[src/icache_pkg.sv]
package icache_pkg;

    ////////////////////////////////////////////////////////////////////////////
    // geometry
    ////////////////////////////////////////////////////////////////////////////

    // 16 sets of 4-word lines
    localparam int INDEX_W    = 4;
    localparam int OFFSET_W   = 2;
    localparam int WAYS       = 2;
    localparam int TAG_W      = 32 - INDEX_W - OFFSET_W - 2;
    localparam int LINE_WORDS = 4;
    localparam int SETS       = 1 << INDEX_W;

    typedef logic [31:0]              addr_t;
    typedef logic [31:0]              instr_t;
    typedef logic [TAG_W-1:0]         tag_t;
    typedef logic [INDEX_W-1:0]       index_t;
    typedef logic [OFFSET_W-1:0]      offset_t;
    // word 0 sits in the low bits
    typedef logic [LINE_WORDS*32-1:0] line_t;

    ////////////////////////////////////////////////////////////////////////////
    // bundles
    ////////////////////////////////////////////////////////////////////////////

    typedef struct packed {
        addr_t addr;
    } fetch_req_t;

    // instr1 is only meaningful when second_valid is set
    typedef struct packed {
        addr_t  pc;
        instr_t instr0;
        instr_t instr1;
        logic   second_valid;
    } fetch_resp_t;

    // line aligned, low 4 bits always zero
    typedef struct packed {
        addr_t line_addr;
    } mem_req_t;

    typedef struct packed {
        logic  hit;
        line_t line;
    } way_lookup_t;

    typedef enum logic [1:0] {
        IDLE,
        LOOKUP,
        REFILL,
        RESPOND
    } ctrl_state_t;

    // address field split
    function automatic offset_t addr_offset(addr_t a);
        return a[OFFSET_W+1:2];
    endfunction

    function automatic index_t addr_index(addr_t a);
        return a[OFFSET_W+2 +: INDEX_W];
    endfunction

    function automatic tag_t addr_tag(addr_t a);
        return a[31 -: TAG_W];
    endfunction

endpackage

[src/icache_fetch_pack.sv]
`timescale 1ns/100ps

module icache_fetch_pack (
    input  logic                    clk,
    input  logic                    rst_n,
    input  icache_pkg::way_lookup_t lookup0,
    input  icache_pkg::way_lookup_t lookup1,
    input  icache_pkg::line_t       refill_line,
    input  logic                    sel_refill,
    input  logic                    resp_load,
    input  icache_pkg::offset_t     word_offset,
    input  icache_pkg::addr_t       resp_pc,
    input  logic                    resp_ready,
    output logic                    resp_valid,
    output icache_pkg::fetch_resp_t resp
);
    import icache_pkg::*;

    line_t       line_sel;
    instr_t      words [LINE_WORDS];
    offset_t     pair_offset;
    fetch_resp_t resp_next;

    // refill data wins, otherwise the hitting way
    always_comb begin
        if (sel_refill) begin
            line_sel = refill_line;
        end else if (lookup1.hit && !lookup0.hit) begin
            line_sel = lookup1.line;
        end else begin
            line_sel = lookup0.line;
        end
    end

    always_comb begin
        for (int w = 0; w < LINE_WORDS; w++) begin
            words[w] = line_sel[w*32 +: 32];
        end
    end

    ////////////////////////////////////////////////////////////////////////////
    // word pair
    ////////////////////////////////////////////////////////////////////////////

    // upper word of the aligned 8-byte pair
    assign pair_offset = {word_offset[OFFSET_W-1:1], 1'b1};

    always_comb begin
        resp_next.pc     = resp_pc;
        resp_next.instr0 = words[word_offset];
        if (!word_offset[0]) begin
            resp_next.instr1       = words[pair_offset];
            resp_next.second_valid = 1'b1;
        end else begin
            // odd word has no partner inside the pair
            resp_next.instr1       = '0;
            resp_next.second_valid = 1'b0;
        end
    end

    // response register, held under back-pressure
    always_ff @(posedge clk) begin
        if (!rst_n) begin
            resp_valid <= 1'b0;
        end else if (resp_load) begin
            resp_valid <= 1'b1;
        end else if (resp_valid && resp_ready) begin
            resp_valid <= 1'b0;
        end
    end

    always_ff @(posedge clk) begin
        if (resp_load) begin
            resp <= resp_next;
        end
    end

endmodule

[config.mk]
export PLATFORM = sky130hd
export DESIGN_NAME = icache_fetch_pack
export DESIGN_NICKNAME = d
export VERILOG_FILES = /design/src/icache_pkg.sv /design/src/icache_fetch_pack.sv
export SDC_FILE = /design/constraint.sdc
export NUM_CORES = 1
export LEC_CHECK = 0
export ABC_AREA = 1
export BUFFER_PORTS_ARGS = -buffer_cell sky130_fd_sc_hd__buf_2
export CORE_AREA = 2 2 202 204
export DETAILED_ROUTE_END_ITERATION = 12
export DIE_AREA = 0 0 204 206
export REMOVE_ABC_BUFFERS = 1
export SLEW_MARGIN = 20
export SYNTH_ARGS = -nofsm -noshare
export SYNTH_HDL_FRONTEND = slang
export SYNTH_SLANG_ARGS = --single-unit
export TNS_END_PERCENT = 5
[constraint.sdc]
create_clock -name clk -period 1.15 [get_ports clk]
set_input_delay 0 -clock clk [delete_from_list [all_inputs] [get_ports clk]]
set_output_delay 0 -clock clk [all_outputs]
set_load 0.01 [all_outputs]
== Yosys cells after proc, flatten, opt, wreduce, memory -nomap -nowiden ==
Cells that the tools add are included.

* Bitwise gates (word level): 2
* Mux-type cells: 11
* Reductions and logical operators: 4
* $lt $le $gt $ge: 2

{| class="wikitable"
|+ Operators with widths
! cell !! count
|-
| 128-bit two-way mux || 2
|-
| 32-bit binary-select mux with 2-bit select || 2
|-
| 32-bit two-way mux || 4
|-
| 3-bit >= comparator (second input constant) || 2
|-
| 2-bit NOT with 3-bit output || 2
|-
| 1-bit two-way mux || 3
|-
| 1-bit logical AND || 2
|-
| 2-bit nonzero test || 1
|-
| 1-bit zero test || 1
|}

* Register bits: 98
* Input port bits: 425
* Logic and storage cells: 24

== Logic depth before layout (Yosys ltp) ==
* Depth in word-level cells: 7
* Mapped depth: 11

== Worst setup path after synthesis ==
Ideal clock, no wire load.

* Kind: input to register
* From: in lookup0[128] (netlist bit)
* To: reg resp[46] (netlist bit) (data pin)
* Setup time: 0.249 ns
* Arrival: 0.774 ns
* Slack: 0.127 ns
* Buffers on the path: 2
* Cell stages on the path: 10
* Cells stage by stage: inv_1 nand2_1 buf_4 buf_2 nand2_1 nand3_1 nand2_1 nand3_1 nand2_1 inv_1

{| class="wikitable"
|+ RTL lines
! element !! line !! RTL
|-
| start: declaration || icache_fetch_pack.sv:6 || <nowiki>input icache_pkg::way_lookup_t lookup0,</nowiki>
|-
| end signal: assignment || icache_fetch_pack.sv:74 || <nowiki>resp <= resp_next;</nowiki>
|-
| end: declaration || icache_fetch_pack.sv:15 || <nowiki>output icache_pkg::fetch_resp_t resp</nowiki>
|}

==> results.cfg <==
[detailed_routing]
drt_wl_total_um = 34930
wl_per_cell_um = 14.99
wl_met2_um = 17470
first_pass_iters = 5
drc = 0
met1_length_um = 13650
avgViaCountPerCell = 4.353
dr.first_iter.drc_count = 563
vias = 10140
routed.top_layer = met5
dr_wl_met3_um = 2766
drtAntennaViolNets = 0

[power_and_ir_drop]
power.leakage_uw = 0.006687
power_uw = 11060
ir_worst_vdd_uv = 538.9
powerDensity_nw_per_um2 = 901.7

[timing]
final-hold-violation-count = 0
rsz0062_at_grt = false
fin_ws_ns = 0.1464
max_freq_mhz = 996.4
fin_crit_ns = 1.004
min_period_over_period_pct = 87.27
fin_skew_ns = 0
slew_viol_final = 0
worst_pin_slew_ns = 0.3643
max_slew_margin_pct = 75.71
setup_violations = 0

[synth]
yosysSeqAreaShare_pct = 37.18
synthSimpleGateAreaFrac_pct = 41.31
syn_area_per_cell_um2 = 6.455
synth_seq_cells = 98
synth_cell_types = 19
synth_top_family_by_area = simple AND/OR/NAND/NOR gates
syn_inst = 1222
yosys.area_share.xor_xnor_pct = 0
synth_fa_ha_area_share_pct = 0
syn_area_um2 = 7888
synth_compound_area_share_pct = 6.187
ys_warn_count = 0
synthMuxAreaShare_pct = 0

[cts]
cts-root-buf = clkbuf_16
clkTransAtPathRegs_ns = 0.08
cts_sinks = 98
cts_max_path_buffers = 2
cts_tree = done
htreeDepth = 3
cts_buffers = 9
clock_latency_ns = 0.37
cts_resized = 0

[grt]
grt_pass1_vias = 9620
grt_pass1_wl_um = 50920
antenna_found_initial = 2
grt-ovfl-total = 0
grt_usage_pct = 15.91
grt_max_degree = 60

[worst_setup_path]
r2r_slack_ns = 0.49
critPathLaunchType = primary input
reg2regPathDepth = 3
crit_end = resp[41]
crit_start = lookup0[128]
r2r_end = resp_valid
path_max_fanout = 35
r2r-start = resp_valid
cp.required_ns = 1.40
arrival_ns = 1.26
end_kind = flop
path_class = primary input to flop

[final_layout]
syn_to_final_growth_pct = 55.47
nNetsFinal = 2217
utilization_pct = 30.52
drive_gt1_share_pct = 35.67

[place]
place.gp.congestion = 0.9048
place_ws_ns = -0.2676
io_buffers = 522
dp_hpwl_um = 27770

[floorplanning]
num_rows = 74
chipHeight_um = 206
fp.dieW_um = 204
start_util_pct = 19.63
ios = 523
core_region_area_um2 = 40180
dieArea_um2 = 42020

[flow_run]
max_cap_violations = 0

[run_status]
status = finished clean

[hold_path]
hold_path_class = primary input to flop
==> metrics by stage <==
| stage | hold slack (ns) | std cells | TNS (ns) | cell area (um^2) |
|---|---|---|---|---|
| finish | 0.09960 | 2330 | 0 | 12260 |
| global route | 0.09980 | 2329 | 0 | 12260 |
| CTS | 0.06757 | 2329 | 0 | 12260 |
| detailed placement | 0.1797 | 2279 | -6.622 | 11630 |
| global placement | 0.1781 | 2279 | -6.161 | 11630 |
| floorplan | 0.09887 | 1130 | -261.92 | 7421 |
==> registers in the layout (all words and copies together) (netlist names) <==
signal	flops
resp	97
resp_valid	1
==> Yosys cell counts <==
cell      instances  share of area, %
nand2_1         289                14
o21a_1            1             0.095
buf_2            64               4.1
buf_6             2              0.29
inv_1           195               9.3
o21ai_1          24               1.5
nor2_1           94               4.5
or2_1            15               1.2
o21ai_0          40               2.5
dfxtp_1           1              0.25
inv_2             1             0.048
nor2_2            3              0.24
or2_0            17               1.3
a21oi_1          32               2.0
inv_4             1             0.079
clkbuf_1         19              0.90
nand3_1         320                20
buf_4             7              0.67
edfxtp_1         97                37
==> worst max-delay path, cell delays in order <==
cell and delay, ns:
buf_2 0.11, inv_4 0.07, buf_4 0.21, buf_12 0.22, nand3_1 0.13, nand3_1 0.15, nand3_1 0.13, nand3_1 0.11
nand2_1 0.05, inv_1 0.04
==> cell families after synthesis <==
group,count (synthesis)
AO/OA/AOI/OAI,97
buffers and inverters,289
flip-flops,98
AND/OR/NAND/NOR,738
==> how the worst min path moves through the flow <==
stage / from / endpoint / slack [ns] / cells past startpoint
final: lookup0[51] / resp[20] / 0.1 / 5
after global routing: word_offset[0] / resp[0] / 0.1 / 3
after CTS: word_offset[0] / resp[0] / 0.07 / 3
after detailed placement: resp_pc[2] / resp[67] / 0.18 / 1
after global placement: resp_pc[15] / resp[80] / 0.18 / 1
after floorplan: resp_pc[0] / resp[65] / 0.1 / 0
==> where the power goes <==
group          switching (uW)  internal [uW]
combinational            1940           1620
clock                    1560           1510
sequential               98.9           4320
total                    3600           7460
==> metal layers <==
layer | up-vias | GRT usage (%)
met5 | - | 0
met4 | 2 | 6.832
met3 | 50 | 2.886
met2 | 485 | 28.90
met1 | 4554 | 18.24
li1 | 5052 | -
==> cell type report <==
type / instances / area [um^2]
clock inverter: 7 / 62.56
inverter: 197 / 747.0
multi-input combinational: 835 / 3754
timing repair buffer: 651 / 3874
tap: 532 / 665.6
clock buffer: 9 / 225.2
sequential: 98 / 2933
antenna: 1 / 2.502
fill: 4408 / 27920
==> layout by cell type, fill, tap and decap left out <==
cell and instances:
nor2_1 94, nor2_2 3, buf_2 519, edfxtp_1 97, clkinv_2 1, a21oi_1 32
clkbuf_16 9, nand2_1 288, diode_2 1, inv_4 3, dfxtp_1 1, inv_1 193
inv_2 1, buf_4 82, nand2_4 1, buf_12 16, nand3_1 320, or2_0 17
o21a_1 1, inv_6 1, dlygate4sd3_1 34, clkinv_4 3, inv_8 2, or2_1 15
o21ai_0 40, o21ai_1 24
==> repair_timing <==
item / 4_1_cts / 5_1_grt
setup buffers: 0 / 0
endpoints found under the hold margin: 33 / 0
hold buffers: 34 / 0
Note: power is estimated with default switching activity, not from simulation.
