<file path="src/icache_pkg.sv">
package icache_pkg;

    ////////////////////////////////////////////////////////////////////////////
    // geometry
    ////////////////////////////////////////////////////////////////////////////

    // 16 sets of 4-word lines
    localparam int INDEX_W    = 4;
    localparam int OFFSET_W   = 2;
    localparam int WAYS       = 2;
    localparam int TAG_W      = 32 - INDEX_W - OFFSET_W - 2;
    localparam int LINE_WORDS = 4;
    localparam int SETS       = 1 << INDEX_W;

    typedef logic [31:0]              addr_t;
    typedef logic [31:0]              instr_t;
    typedef logic [TAG_W-1:0]         tag_t;
    typedef logic [INDEX_W-1:0]       index_t;
    typedef logic [OFFSET_W-1:0]      offset_t;
    // word 0 sits in the low bits
    typedef logic [LINE_WORDS*32-1:0] line_t;

    ////////////////////////////////////////////////////////////////////////////
    // bundles
    ////////////////////////////////////////////////////////////////////////////

    typedef struct packed {
        addr_t addr;
    } fetch_req_t;

    // instr1 is only meaningful when second_valid is set
    typedef struct packed {
        addr_t  pc;
        instr_t instr0;
        instr_t instr1;
        logic   second_valid;
    } fetch_resp_t;

    // line aligned, low 4 bits always zero
    typedef struct packed {
        addr_t line_addr;
    } mem_req_t;

    typedef struct packed {
        logic  hit;
        line_t line;
    } way_lookup_t;

    typedef enum logic [1:0] {
        IDLE,
        LOOKUP,
        REFILL,
        RESPOND
    } ctrl_state_t;

    // address field split
    function automatic offset_t addr_offset(addr_t a);
        return a[OFFSET_W+1:2];
    endfunction

    function automatic index_t addr_index(addr_t a);
        return a[OFFSET_W+2 +: INDEX_W];
    endfunction

    function automatic tag_t addr_tag(addr_t a);
        return a[31 -: TAG_W];
    endfunction

endpackage

</file>
<file path="src/icache_ctrl.sv">
`timescale 1ns/100ps

module icache_ctrl (
    input  logic                          clk,
    input  logic                          rst_n,
    // fetch side
    input  logic                          fetch_valid,
    input  icache_pkg::fetch_req_t        fetch_req,
    output logic                          fetch_ready,
    input  logic                          flush,
    input  logic                          resp_ready,
    input  logic                          resp_valid,
    // way lookups
    input  icache_pkg::way_lookup_t       lookup0,
    input  icache_pkg::way_lookup_t       lookup1,
    output icache_pkg::index_t            lookup_index,
    output icache_pkg::tag_t              compare_tag,
    // refill write
    output logic [icache_pkg::WAYS-1:0]   wr_en,
    output icache_pkg::index_t            wr_index,
    output icache_pkg::tag_t              wr_tag,
    output icache_pkg::line_t             wr_line,
    output logic                          inv_all,
    // fetch pack control
    output logic                          resp_load,
    output logic                          sel_refill,
    output icache_pkg::offset_t           word_offset,
    output icache_pkg::addr_t             resp_pc,
    output icache_pkg::line_t             refill_line,
    // memory
    input  logic                          mem_data_valid,
    input  icache_pkg::line_t             mem_data,
    output logic                          mem_req_valid,
    output icache_pkg::mem_req_t          mem_req
);
    import icache_pkg::*;

    ctrl_state_t     state;
    ctrl_state_t     state_next;
    addr_t           req_addr;
    index_t          req_index;
    logic            flush_pend;
    logic [SETS-1:0] lru;
    logic            victim;
    logic            any_hit;
    logic            accept;
    logic            refill_done;
    logic            resp_done;

    ////////////////////////////////////////////////////////////////////////////
    // handshakes
    ////////////////////////////////////////////////////////////////////////////

    // no acceptance while an invalidate is due
    always_comb begin
        case (state)
            IDLE:    fetch_ready = !flush && !flush_pend;
            RESPOND: fetch_ready = resp_ready && !flush && !flush_pend;
            default: fetch_ready = 1'b0;
        endcase
    end

    assign accept      = fetch_valid && fetch_ready;
    assign resp_done   = resp_valid && resp_ready;
    assign any_hit     = lookup0.hit || lookup1.hit;
    assign refill_done = (state == REFILL) && mem_data_valid;

    // request buffer
    always_ff @(posedge clk) begin
        if (accept) begin
            req_addr <= fetch_req.addr;
        end
    end

    assign req_index = addr_index(req_addr);

    ////////////////////////////////////////////////////////////////////////////
    // state machine
    ////////////////////////////////////////////////////////////////////////////

    always_comb begin
        state_next = state;
        case (state)
            IDLE: begin
                if (accept) state_next = LOOKUP;
            end
            LOOKUP: begin
                state_next = any_hit ? RESPOND : REFILL;
            end
            REFILL: begin
                if (mem_data_valid) state_next = RESPOND;
            end
            RESPOND: begin
                // back-to-back hits go straight to the next lookup
                if (accept) begin
                    state_next = LOOKUP;
                end else if (resp_done) begin
                    state_next = IDLE;
                end
            end
            default: state_next = IDLE;
        endcase
    end

    always_ff @(posedge clk) begin
        if (!rst_n) begin
            state <= IDLE;
        end else begin
            state <= state_next;
        end
    end

    // line request held until the data pulse
    always_ff @(posedge clk) begin
        if (!rst_n) begin
            mem_req_valid <= 1'b0;
        end else if (state == LOOKUP && !any_hit) begin
            mem_req_valid <= 1'b1;
        end else if (mem_data_valid) begin
            mem_req_valid <= 1'b0;
        end
    end

    // flush outside IDLE waits for the next IDLE
    assign inv_all = (state == IDLE) && (flush || flush_pend);

    always_ff @(posedge clk) begin
        if (!rst_n) begin
            flush_pend <= 1'b0;
        end else if (inv_all) begin
            flush_pend <= 1'b0;
        end else if (flush) begin
            flush_pend <= 1'b1;
        end
    end

    ////////////////////////////////////////////////////////////////////////////
    // lru, one bit per set naming the victim way
    ////////////////////////////////////////////////////////////////////////////

    assign victim = lru[req_index];

    always_ff @(posedge clk) begin
        if (!rst_n) begin
            lru <= '0;
        end else if (state == LOOKUP && any_hit) begin
            // way0 hit makes way1 the victim
            lru[req_index] <= lookup0.hit;
        end else if (refill_done) begin
            lru[req_index] <= !victim;
        end
    end

    // outputs to ways, fetch pack and memory
    assign lookup_index     = addr_index(fetch_req.addr);
    assign compare_tag      = addr_tag(req_addr);
    assign wr_en            = refill_done ? (WAYS'(1) << victim) : '0;
    assign wr_index         = req_index;
    assign wr_tag           = addr_tag(req_addr);
    assign wr_line          = mem_data;
    assign resp_load        = (state == LOOKUP && any_hit) || refill_done;
    assign sel_refill       = (state == REFILL);
    assign word_offset      = addr_offset(req_addr);
    assign resp_pc          = req_addr;
    assign refill_line      = mem_data;
    assign mem_req.line_addr = {req_addr[31:OFFSET_W+2], {(OFFSET_W + 2){1'b0}}};

endmodule

</file>
<file path="config.mk">
export PLATFORM = sky130hd
export DESIGN_NAME = icache_ctrl
export DESIGN_NICKNAME = d
export VERILOG_FILES = /design/src/icache_pkg.sv /design/src/icache_ctrl.sv
export SDC_FILE = /design/constraint.sdc
export NUM_CORES = 1
export LEC_CHECK = 0
export BUFFER_PORTS_ARGS = -buffer_cell sky130_fd_sc_hd__buf_2
export CORE_AREA = 4 4 309 311
export DETAILED_ROUTE_END_ITERATION = 8
export DIE_AREA = 0 0 313 315
export GPL_TIMING_DRIVEN = 0
export HOLD_SLACK_MARGIN = 0.02
export PLACE_DENSITY = 0.3
export SLEW_MARGIN = 25
export SYNTH_ARGS = -nofsm -noshare
export SYNTH_HDL_FRONTEND = slang
export SYNTH_SLANG_ARGS = --single-unit
</file>
<file path="constraint.sdc">
create_clock -name clk -period 13.35 [get_ports clk]
set_input_delay 2.67 -clock clk [delete_from_list [all_inputs] [get_ports clk]]
set_output_delay 2.67 -clock clk [all_outputs]
set_load 0.02 [all_outputs]
</file>
==> After elaboration in Yosys (flattened, before gate mapping) <==
Cells that the tools add are included.
{ "op_classes": {"n_addsub": 0, "multipliers": 0, "div": 0, "order_cmp": 2, "eq_ne": 6, "shift": 1, "muxes": 18, "bitwise_logic": 1, "reduce_logical": 22} }
{ "ops": {"columns": ["op", "count"], "rows": [
  ["$bwmux W16", 2],
  ["$mux W16", 2],
  ["$logic_and A1 B1 Y1", 10],
  ["$mux W2", 5],
  ["$pmux W2 S4", 1],
  ["$lt A4 B5 Y1 const B", 1],
  ["$mux W1", 5],
  ["$bmux W1 S4", 1],
  ["$demux W1 S4", 1],
  ["$eq A2 B2 Y1 const B", 2],
  ["$ge A4 B1 Y1 const B", 1],
  ["$logic_not A1 Y1", 4],
  ["$reduce_bool A2 Y1", 2],
  ["$logic_or A1 B1 Y1", 3],
  ["$ne A3 B3 Y1 const B", 1],
  ["$reduce_and A3 Y1", 1],
  ["$eq A2 B1 Y1 const B", 1],
  ["$logic_not A2 Y1", 1],
  ["$ne A2 B1 Y1 const B", 1],
  ["$ne A2 B2 Y1 const B", 1],
  ["$pmux W1 S2", 1],
  ["$reduce_or A2 Y1", 1],
  ["$shl A1 B1 Y2 const A", 1],
  ["$not A1 Y1", 1]
]} }
{ "totals": {"register_bits": 52, "latchBits": 0, "ramBits": 0, "mem_bits_ro": 0, "input_bits": 425, "output_inout_bits": 385, "wordCells": 55, "mem_count": 0} }

==> Depth between registers and ports, before layout <==
Gate-level depths: netlist of the first run.
{ "logic_depth": {"ltp_word": 7, "ltp_mapped": 7} }

==> Worst setup path after synthesis of the first run <==
No wires, ideal clock.
{ "synth_timing": {"path_kind": "input -> register", "startpoint": "input port flush", "endpoint": "register state[0]", "arrival_ns": 7.114, "setup_slack_ns": 6.118, "stages": 4, "cell_sequence": "nor2_1 -> nor4bb_1 -> o22ai_1 -> o211a_1"} }
{ "synth_via": {"elab_chain_len": 7, "word_cells_on_any_way": 11, "classes_between": "eq/ne: 2; mux: 3; reduce/logical: 6"} }
{ "synth_lines": {"columns": ["element", "line", "rtl"], "rows": [
  ["from (decl)", "icache_ctrl.sv:10", "input logic flush,"],
  ["$logic_not A1 Y1 *", "icache_ctrl.sv:57, icache_ctrl.sv:58", null],
  ["$logic_and A1 B1 Y1 (2 in series)", "icache_ctrl.sv:58", "RESPOND: fetch_ready = resp_ready && !flush && !flush_pend;"],
  ["$pmux W1 S2 *", "icache_ctrl.sv:56", "case (state)"],
  ["$logic_and A1 B1 Y1 *", "icache_ctrl.sv:63", "assign accept = fetch_valid && fetch_ready;"],
  ["named net accept", "icache_ctrl.sv:46", "logic accept;"],
  ["$mux W2 (tied with other cells)", "icache_ctrl.sv:95", "if (accept) begin"],
  ["$pmux W2 S4 / $reduce_and A3 Y1 (equally long branches)", null, null],
  ["to (signal assigned)", "icache_ctrl.sv:109", "state <= state_next;"],
  ["to (decl)", "icache_ctrl.sv:38", "ctrl_state_t state;"]
]} }
Mark *: on every way through the listed nets, which the timed path passes. The rest lies on a longest branch.
A chain may end at the register's enable or synchronous reset.

==> Worst setup path in the final report of the first run <==
{ "layout_timing": {"startpoint": "input port lookup0[128] (netlist name)", "endpoint": "output port resp_load"} }
{ "layout_via": {"elab_chain_len": 3} }
{ "layout_lines": {"columns": ["element", "line", "rtl"], "rows": [
  ["from (decl)", "icache_ctrl.sv:14", "input icache_pkg::way_lookup_t lookup0,"],
  ["$logic_or A1 B1 Y1", "icache_ctrl.sv:65", "assign any_hit = lookup0.hit || lookup1.hit;"],
  ["$logic_and A1 B1 Y1", "icache_ctrl.sv:161", "assign resp_load = (state == LOOKUP && any_hit) || refill_done;"],
  ["$logic_or A1 B1 Y1", "icache_ctrl.sv:161", null],
  ["to (decl)", "icache_ctrl.sv:25", "output logic resp_load,"]
]} }
No other way between the ends.

==> impl_metrics.ini, run 1 <==
[final_layout]
syn2layout_area_growth_pct = 82.8
antenna_cells = 0
drive_gt1_frac = 0.845
final_cells = 2183
final_nets = 1357

[power]
p_per_area_mw_per_mm2 = 97.3
netSwitchingFraction = 0.444
internal_power_mw = 0.465
power_frac_seq = 0.283
power.switching_mw = 0.371
p_leak_nw = 4.17
max-vdd-ir-drop_v = 0.0000500
combPwrFrac = 0.530
clock_power_share = 0.188

[die]
rows = 112
die_h_um = 315
die_area_mm2 = 0.0986
die_w_um = 313
io_pins = 810
initial_core_util = 0.0507
coreArea_mm2 = 0.0928

[worst_setup_path]
r2r_cells = 6
crit_chain = buf_2, o21ai_0, nand2_1, buf_2
critPathMaxStageDelay_ps = 400
crit_type = primary input to primary output
critPathRequiredTime_ps = 10680
start_kind = primary input
startpoint = lookup0[128]
crit_path_end_kind = primary output
path_common_cell = buf_2
reg2reg_setup_slack_ps = 10830
cp_max_fo = 4
path_buf_inv = 2
r2r-end = lru[1]
critical-path-slowest-cell = o21ai_0
cp_top_family = compound AO/OA/AOI/OAI gates
worstPathArrival_ps = 3630
reg2reg_from = resp_pc[4]

[drt]
dr.pass1.iters = 4
vias = 4396
detail_route.wl_per_cell_um = 11.1
ant_nets = 0
vias_per_cell = 2.01
drc = 0
dr.first_iter.drc_count = 145
routed_wl_mm = 24.2

[logic_synthesis]
synth_area_leaders = buf_4 (55%), edfxtp_1 (20%), dfxtp_1 (8.5%)
netlist_area_mm2 = 0.00470
synth-seq-area-share = 0.290
syn_area_per_cell_um2 = 9.54
yosysUniqueCellTypes = 33
yosysTopAreaCell = buf_4
synth_cells = 493
yosysWarnings = 0
ys_ff_latch = 52
synth_top_area_frac = 0.553

[clock_network]
insertion_delay_ps = 340
htreeDepth = 2
ctsHoldBuffers = 0
post-cts-setup-buffers = 0
cts-root-buf = clkbuf_16
numCtsBuffers = 5
clkTransAtPathRegs_ps = 100
ctsLongestPathBuffers = 2
clkSinkCount = 52
cts_resized = 0
cts_tree = yes

[sta]
hold_viol = 0
whs_ps = 467
setup_viol_count_final = 0
rsz0062_at_grt = no
drv_slew = 0
finalCritPeriodShare = 0.472
max_freq_ghz = 0.159
finalClockSkew_ps = 19.2
finalCriticalPeriod_ps = 6300
maxSlewHeadroom = 0.495
tightest_slew_ps = 758
setup_tns_ps = 0

[grt]
antenna_found_initial = 3
grt_pass1_vias = 4361
grt_usage = 0.0448
grt_max_degree = 20
grt_pass1_wl_mm = 31.1
overflow = 0

[placed_design]
placed_cells = 2175
port_buffers = 421
gp_congestion = 0.744
dp_hpwl_mm = 21.9

[job]
cap_violations = 0

[hold_path]
hold_path_class = flop to flop
hold-path-endpoint = lru[11]
hold_depth = 2
worstHoldStart = lru[11]

[status]
outcome = finished, final reports clean
-- worst max-delay path by stage --
stage,slack [ps],cells after the start,to
floorplan,6120,4,state[0]
global placement,1640,5,state[0]
detailed placement,7010,4,resp_load
CTS,7000,4,resp_load
global route,6880,4,resp_load
finish,7050,4,resp_load
-- area by class of cell --
cell class	count	area (um2)
Sequential cell	52	1360
Buffer	351	2620
Clock buffer	5	125
Multi-Input combinational cell	90	731
Timing Repair Buffer	425	2140
Fill cell	10846	84200
Tap cell	1254	1570
Inverter	3	11.3
Clock inverter	3	28.8
-- sequential cells by signal, indices dropped and copies added (netlist names) --
name           flops
flush_pend         1
lru               16
mem_req_valid      1
state              2
resp_pc           32
-- cells in the final DEF (no fill, tap or decap), types with 2 or more instances in the layout --
| master | Yosys | routed |
|---|---|---|
| o31ai_1 | 9 | 9 |
| dfxtp_1 | 20 | 20 |
| buf_4 | 346 | 348 |
| mux4_2 | 2 | 2 |
| nand2b_1 | 2 | 2 |
| o211ai_1 | 9 | 9 |
| ha_1 | 4 | 4 |
| nor2_1 | 3 | 3 |
| nand2_1 | 11 | 11 |
| nor2b_1 | 5 | 5 |
| inv_1 | 3 | 3 |
| mux2i_1 | 14 | 14 |
| o21a_1 | 2 | 2 |
| conb_1 | 1 | 4 |
| clkbuf_1 | 4 | 4 |
| o41ai_1 | 3 | 3 |
| inv_6 | 0 | 2 |
| nor3b_1 | 2 | 2 |
| o311ai_0 | 3 | 3 |
| edfxtp_1 | 32 | 32 |
| clkbuf_16 | 0 | 5 |
| buf_2 | 0 | 421 |
| buf_6 | 1 | 3 |
| nand3b_1 | 5 | 5 |
-- per-layer routing --
layer	wire length [um]	GRT usage	vias to the layer above
met2	10100	0.0647	321
met4	249	0.0104	0
li1	-	-	2138
met1	10800	0.0593	1925
met3	3030	0.0226	12
met5	0	0	-
-- cell usage after synthesis --
cell type    n
a2111o_1     1
a211o_1      1
a21oi_1      1
and3_1       1
buf_4      346
buf_6        1
clkbuf_1     4
conb_1       1
dfxtp_1     20
edfxtp_1    32
ha_1         4
inv_1        3
mux2i_1     14
mux4_2       2
nand2_1     11
nand2b_1     2
nand3_1      1
nand3b_1     5
nor2_1       3
nor2b_1      5
nor3b_1      2
nor4_1       1
nor4bb_1     1
o211a_1      1
o211ai_1     9
o211ai_4     1
o21a_1       2
o21ai_0      1
o21bai_4     1
o22ai_1      1
o311ai_0     3
o31ai_1      9
o41ai_1      3
-- power by group through the flow --
stage          Sequential (mW)  Combinational [mW]  Clock (mW)
6_report                 0.236               0.443       0.157
5_1_grt                  0.243               0.478       0.177
4_1_cts                  0.241               0.453       0.175
3_5_place_dp             0.244               0.451           0
3_3_place_gp             0.249               0.444           0
2_1_floorplan            0.241               0.285           0
-- stage by stage --
step	power [mW]	setup slack, ps	util	area [um2]
final	0.836	7050	0.0926	8590
after global placement	0.693	1640	0.0904	8390
after detailed placement	0.696	7010	0.0910	8440
after global routing	0.898	6880	0.0926	8590
after CTS	0.869	7000	0.0926	8590
after floorplan	0.525	6120	-	4710
-- kinds of logic after synthesis --
group	after synthesis	share of synthesized area
adders and majority gates	4	0.0106
muxes	16	0.0394
AOI/OAI and AO/OA	34	0.0615
other	1	0.000798
and+or+nand+nor	32	0.0375
buffers and inverters	354	0.561
DFF	52	0.290
-- worst min-delay path, cell delays in order (launching register included) --
cell	delay, ps
dfxtp_1	320
nand2_1	50
mux2i_1	50
No activity file was read; power rests on OpenSTA's default activity.
==> inputs of run 2 (changes only) <==
- CORE_AREA: 4 4 309 311 -> 4 4 310 312
- DIE_AREA: 0 0 313 315 -> 0 0 314 316
- clock period: 13.35 -> 5.2 ns (I/O delays scaled with it)
==> impl_metrics.ini, run 2 (synthesis results as in run 1) <==
[worst_setup_path]
crit_chain = buf_6, mux2i_1, mux4_2, mux2i_1, nor2b_1, buf_2
critPathMaxStageDelay_ps = 710
worstPathArrival_ps = 2500
start_kind = flop
cp_max_fo = 10
critical-path-slowest-cell = edfxtp_1
path_common_cell = mux2i_1
crit_type = flop to primary output
crit_path_end_kind = primary output
critPathRequiredTime_ps = 4160

[clock_network]
htreeDepth = 2
cts_tree = yes
cts_resized = 0
clkTransAtPathRegs_ps = 90
numCtsBuffers = 5
ctsLongestPathBuffers = 2
insertion_delay_ps = 320
ctsHoldBuffers = 0
clkSinkCount = 52
post-cts-setup-buffers = 0
cts-root-buf = clkbuf_16

[placed_design]
placed_cells = 2175
placed_area_mm2 = 0.00844
gp_congestion = 0.730
port_buffers = 421
dp_hpwl_mm = 20.8

[final_layout]
mostFrequentLayoutCell = buf_2
syn2layout_area_growth_pct = 83.1
final_cell_mix = buf_2 (421), buf_4 (349), edfxtp_1 (32)
largest_reg_flops = 32
final_nets = 1357
utilization = 0.0925
drive_gt1_frac = 0.845
stdcell_area_mm2 = 0.00861
final_cells = 2184

[drt]
vias_per_cell = 2.02
dr.first_iter.drc_count = 73
drc = 0
dr.pass1.iters = 4
vias = 4420
routed_wl_mm = 22.9
detail_route.wl_per_cell_um = 10.5
ant_nets = 0

[die]
die_h_um = 316
die_w_um = 314
io_pins = 810
coreArea_mm2 = 0.0930
rows = 112
initial_core_util = 0.0505
die_area_mm2 = 0.0992

[hold_path]
hold_path_class = flop to flop

[power]
max-vdd-ir-drop_v = 0.000132
p_per_area_mw_per_mm2 = 248
p_leak_nw = 4.18

[sta]
maxSlewHeadroom = 0.522
drv_slew = 0
max_freq_ghz = 0.283
rsz0062_at_grt = no
finalClockSkew_ps = 12.3
setup_viol_count_final = 0
finalCritPeriodShare = 0.680
tightest_slew_ps = 716
finalCriticalPeriod_ps = 3540
hold_viol = 0

[grt]
grt_pass1_wl_mm = 29.6
met2_usage = 0.0604
grt_usage = 0.0414
grt_pass1_vias = 4472
top_usage_layer = met2
overflow = 0
use_met3 = 0.0133
antenna_found_initial = 3
grt_max_degree = 18
met1_usage = 0.0578

[job]
cap_violations = 0

[status]
outcome = finished, final reports clean
## run 2: power breakdown
group	switching (mW)	leakage, nW	total, mW	internal [mW]
Clock	0.188	0.0839	0.400	0.212
Combinational	0.627	3.64	1.12	0.493
Sequential	0.100	0.458	0.611	0.511
## run 2: area by class of cell
type                    count  area, um2
inverters                   3       11.3
diodes                      1       2.50
plain buffers             351       2620
multi-input cells          90        731
clock inverters             2       16.3
clock buffers               6        150
repair buffers            425       2140
flip-flops and latches     52       1360
well taps                1254       1570
fillers                 10919      84400
## run 2: final timing paths
path	start	end	slack [ps]	depth (start not counted)
worst max-delay path	resp_pc[4]	wr_en[1]	1660	6
worst min-delay path	lru[15]	lru[15]	470	2
worst max register to register	resp_pc[4]	lru[1]	2750	6
worst min register to register	lru[15]	lru[15]	470	2
## run 2: metrics by stage
step	hold WS [ps]	setup WS, ps	total power [mW]	setup TNS (ps)
detailed placement	462	1950	1.77	0
finish	466	1660	2.13	0
CTS	476	1560	2.20	0
global route	503	1510	2.28	0
global placement	454	-1750	1.76	-30430
floorplan	438	1070	1.35	0
## run 2: critical path, delay by kind of cell, from the launching register on
kind / cells / cell delay [ps]
flops: 1 / 710
buf+inv: 2 / 420
mux: 3 / 880
simple gates: 1 / 160
## run 2: metal layers
layer / vias to the layer above / part of all wire
li1: 2144 / -
met1: 1944 / 0.46
met2: 314 / 0.43
met3: 18 / 0.095
met4: 0 / 0.019
met5: - / 0
==> inputs of run 3 (changes only) <==
- CORE_AREA: 4 4 310 312 -> 4 4 311 313
- DIE_AREA: 0 0 314 316 -> 0 0 315 317
- clock period: 5.2 -> 3.5 ns (I/O delays scaled with it)
==> impl_metrics.ini, run 3 (synthesis results as in run 1) <==
[sta]
setup_viol_count_final = 0
finalCritPeriodShare = 0.913
finalCriticalPeriod_ps = 3200
rsz0062_at_grt = no
finalClockSkew_ps = 22.3
max_freq_ghz = 0.313
hold_viol = 0
setup_tns_ps = 0
drv_slew = 0
maxSlewHeadroom = 0.606
whs_ps = 465
tightest_slew_ps = 592

[power]
clock_power_share = 0.177
combPwrFrac = 0.552
max-vdd-ir-drop_v = 0.000180
p_per_area_mw_per_mm2 = 369
internal_power_mw = 1.77
p_leak_nw = 4.19
netSwitchingFraction = 0.444
power_frac_seq = 0.271
power.switching_mw = 1.42

[drt]
dr.pass1.iters = 4
vias = 4445
detail_route.wl_per_cell_um = 10.7
vias_per_cell = 2.02
dr.first_iter.drc_count = 112
drc = 0
ant_nets = 0
routed_wl_mm = 23.6

[hold_path]
worstHoldStart = lru[7]
hold_path_class = flop to flop
hold-path-endpoint = lru[7]
hold_depth = 2

[clock_network]
cts_tree = yes
ctsLongestPathBuffers = 2
cts-root-buf = clkbuf_16
post-cts-setup-buffers = 3
ctsHoldBuffers = 0
insertion_delay_ps = 340
htreeDepth = 2
cts_resized = 0
clkSinkCount = 52
clkTransAtPathRegs_ps = 100
numCtsBuffers = 5

[job]
cap_violations = 0

[final_layout]
syn2layout_area_growth_pct = 83.7
final_nets = 1360
largest_reg_flops = 32
final_cell_mix = buf_2 (421), buf_4 (350), edfxtp_1 (32)
stdcell_area_mm2 = 0.00863
antenna_cells = 0
drive_gt1_frac = 0.845
utilization = 0.0916
mostFrequentLayoutCell = buf_2

[grt]
grt_pass1_vias = 4235
grt_usage = 0.0422
overflow = 0
antenna_found_initial = 7
grt_pass1_wl_mm = 29.8
grt_max_degree = 18

[worst_setup_path]
critPathRequiredTime_ps = 2800
worstPathArrival_ps = 2500
crit_type = flop to primary output
crit_chain = buf_12, buf_6, mux2i_1, mux4_2, mux2i_1, nor2b_1, buf_2
cp_max_fo = 10
reg2reg_setup_slack_ps = 1250
start_kind = flop
crit_path_end_kind = primary output
r2r-end = lru[3]
r2r_cells = 7
reg2reg_from = resp_pc[4]
critical-path-slowest-cell = mux4_2
path_common_cell = mux2i_1
critPathMaxStageDelay_ps = 520

[die]
initial_core_util = 0.0498
rows = 113
die_h_um = 317
die_area_mm2 = 0.0999
coreArea_mm2 = 0.0943
io_pins = 810
die_w_um = 315

[placed_design]
port_buffers = 421
gp_congestion = 0.772
placed_area_mm2 = 0.00845
dp_hpwl_mm = 21.2

[status]
outcome = finished, final reports clean
[run 3: metrics by stage]
| step | power (mW) | setup slack [ps] | instances |
|---|---|---|---|
| 2_1_floorplan | 2.01 | 647 | 496 |
| 3_3_place_gp | 2.65 | -894 | 2182 |
| 3_5_place_dp | 2.67 | 163 | 2186 |
| 4_1_cts | 3.30 | 218 | 2197 |
| 5_1_grt | 3.41 | 157 | 2197 |
| 6_report | 3.19 | 305 | 2197 |
[run 3: worst max path at each step]
stage | slack [ps] | start | endpoint
global route | 160 | resp_pc[4] | wr_en[1]
detailed placement | 160 | resp_pc[4] | wr_en[1]
CTS | 220 | resp_pc[5] | wr_en[1]
floorplan | 650 | flush | state[0]
global placement | -890 | flush | state[0]
finish | 300 | resp_pc[4] | wr_en[1]
[run 3: worst max-delay path, delay by kind of cell, from the launching register on]
kind          cells  cell delay, ps
buf+inv           3             590
flops             1             440
mux               3             930
simple gates      1             180
[run 3: area by class of cell]
type,count,area [um2]
timing repair buffer,428,2180
clock inverter,3,20.0
buffer,351,2620
tap,1265,1580
clock buffer,5,125
multi-input combinational,90,731
sequential,52,1360
fill,11009,85700
inverter,3,11.3
[run 3: routing by layer]
layer  up-vias  GRT usage  wire length [um]
met1      1977     0.0579             10400
met3        13     0.0154              2650
met4         0    0.00968               255
li1       2140          -                 -
met2       315     0.0630             10200
met5         -          0                 0
[run 3: power groups by stage]
stage               registers (mW)  clock network [mW]  logic [mW]
finish                       0.864               0.566        1.76
global placement             0.903                   0        1.75
floorplan                    0.911                   0        1.10
detailed placement           0.900                   0        1.77
CTS                          0.873               0.629        1.80
global route                 0.882               0.636        1.89
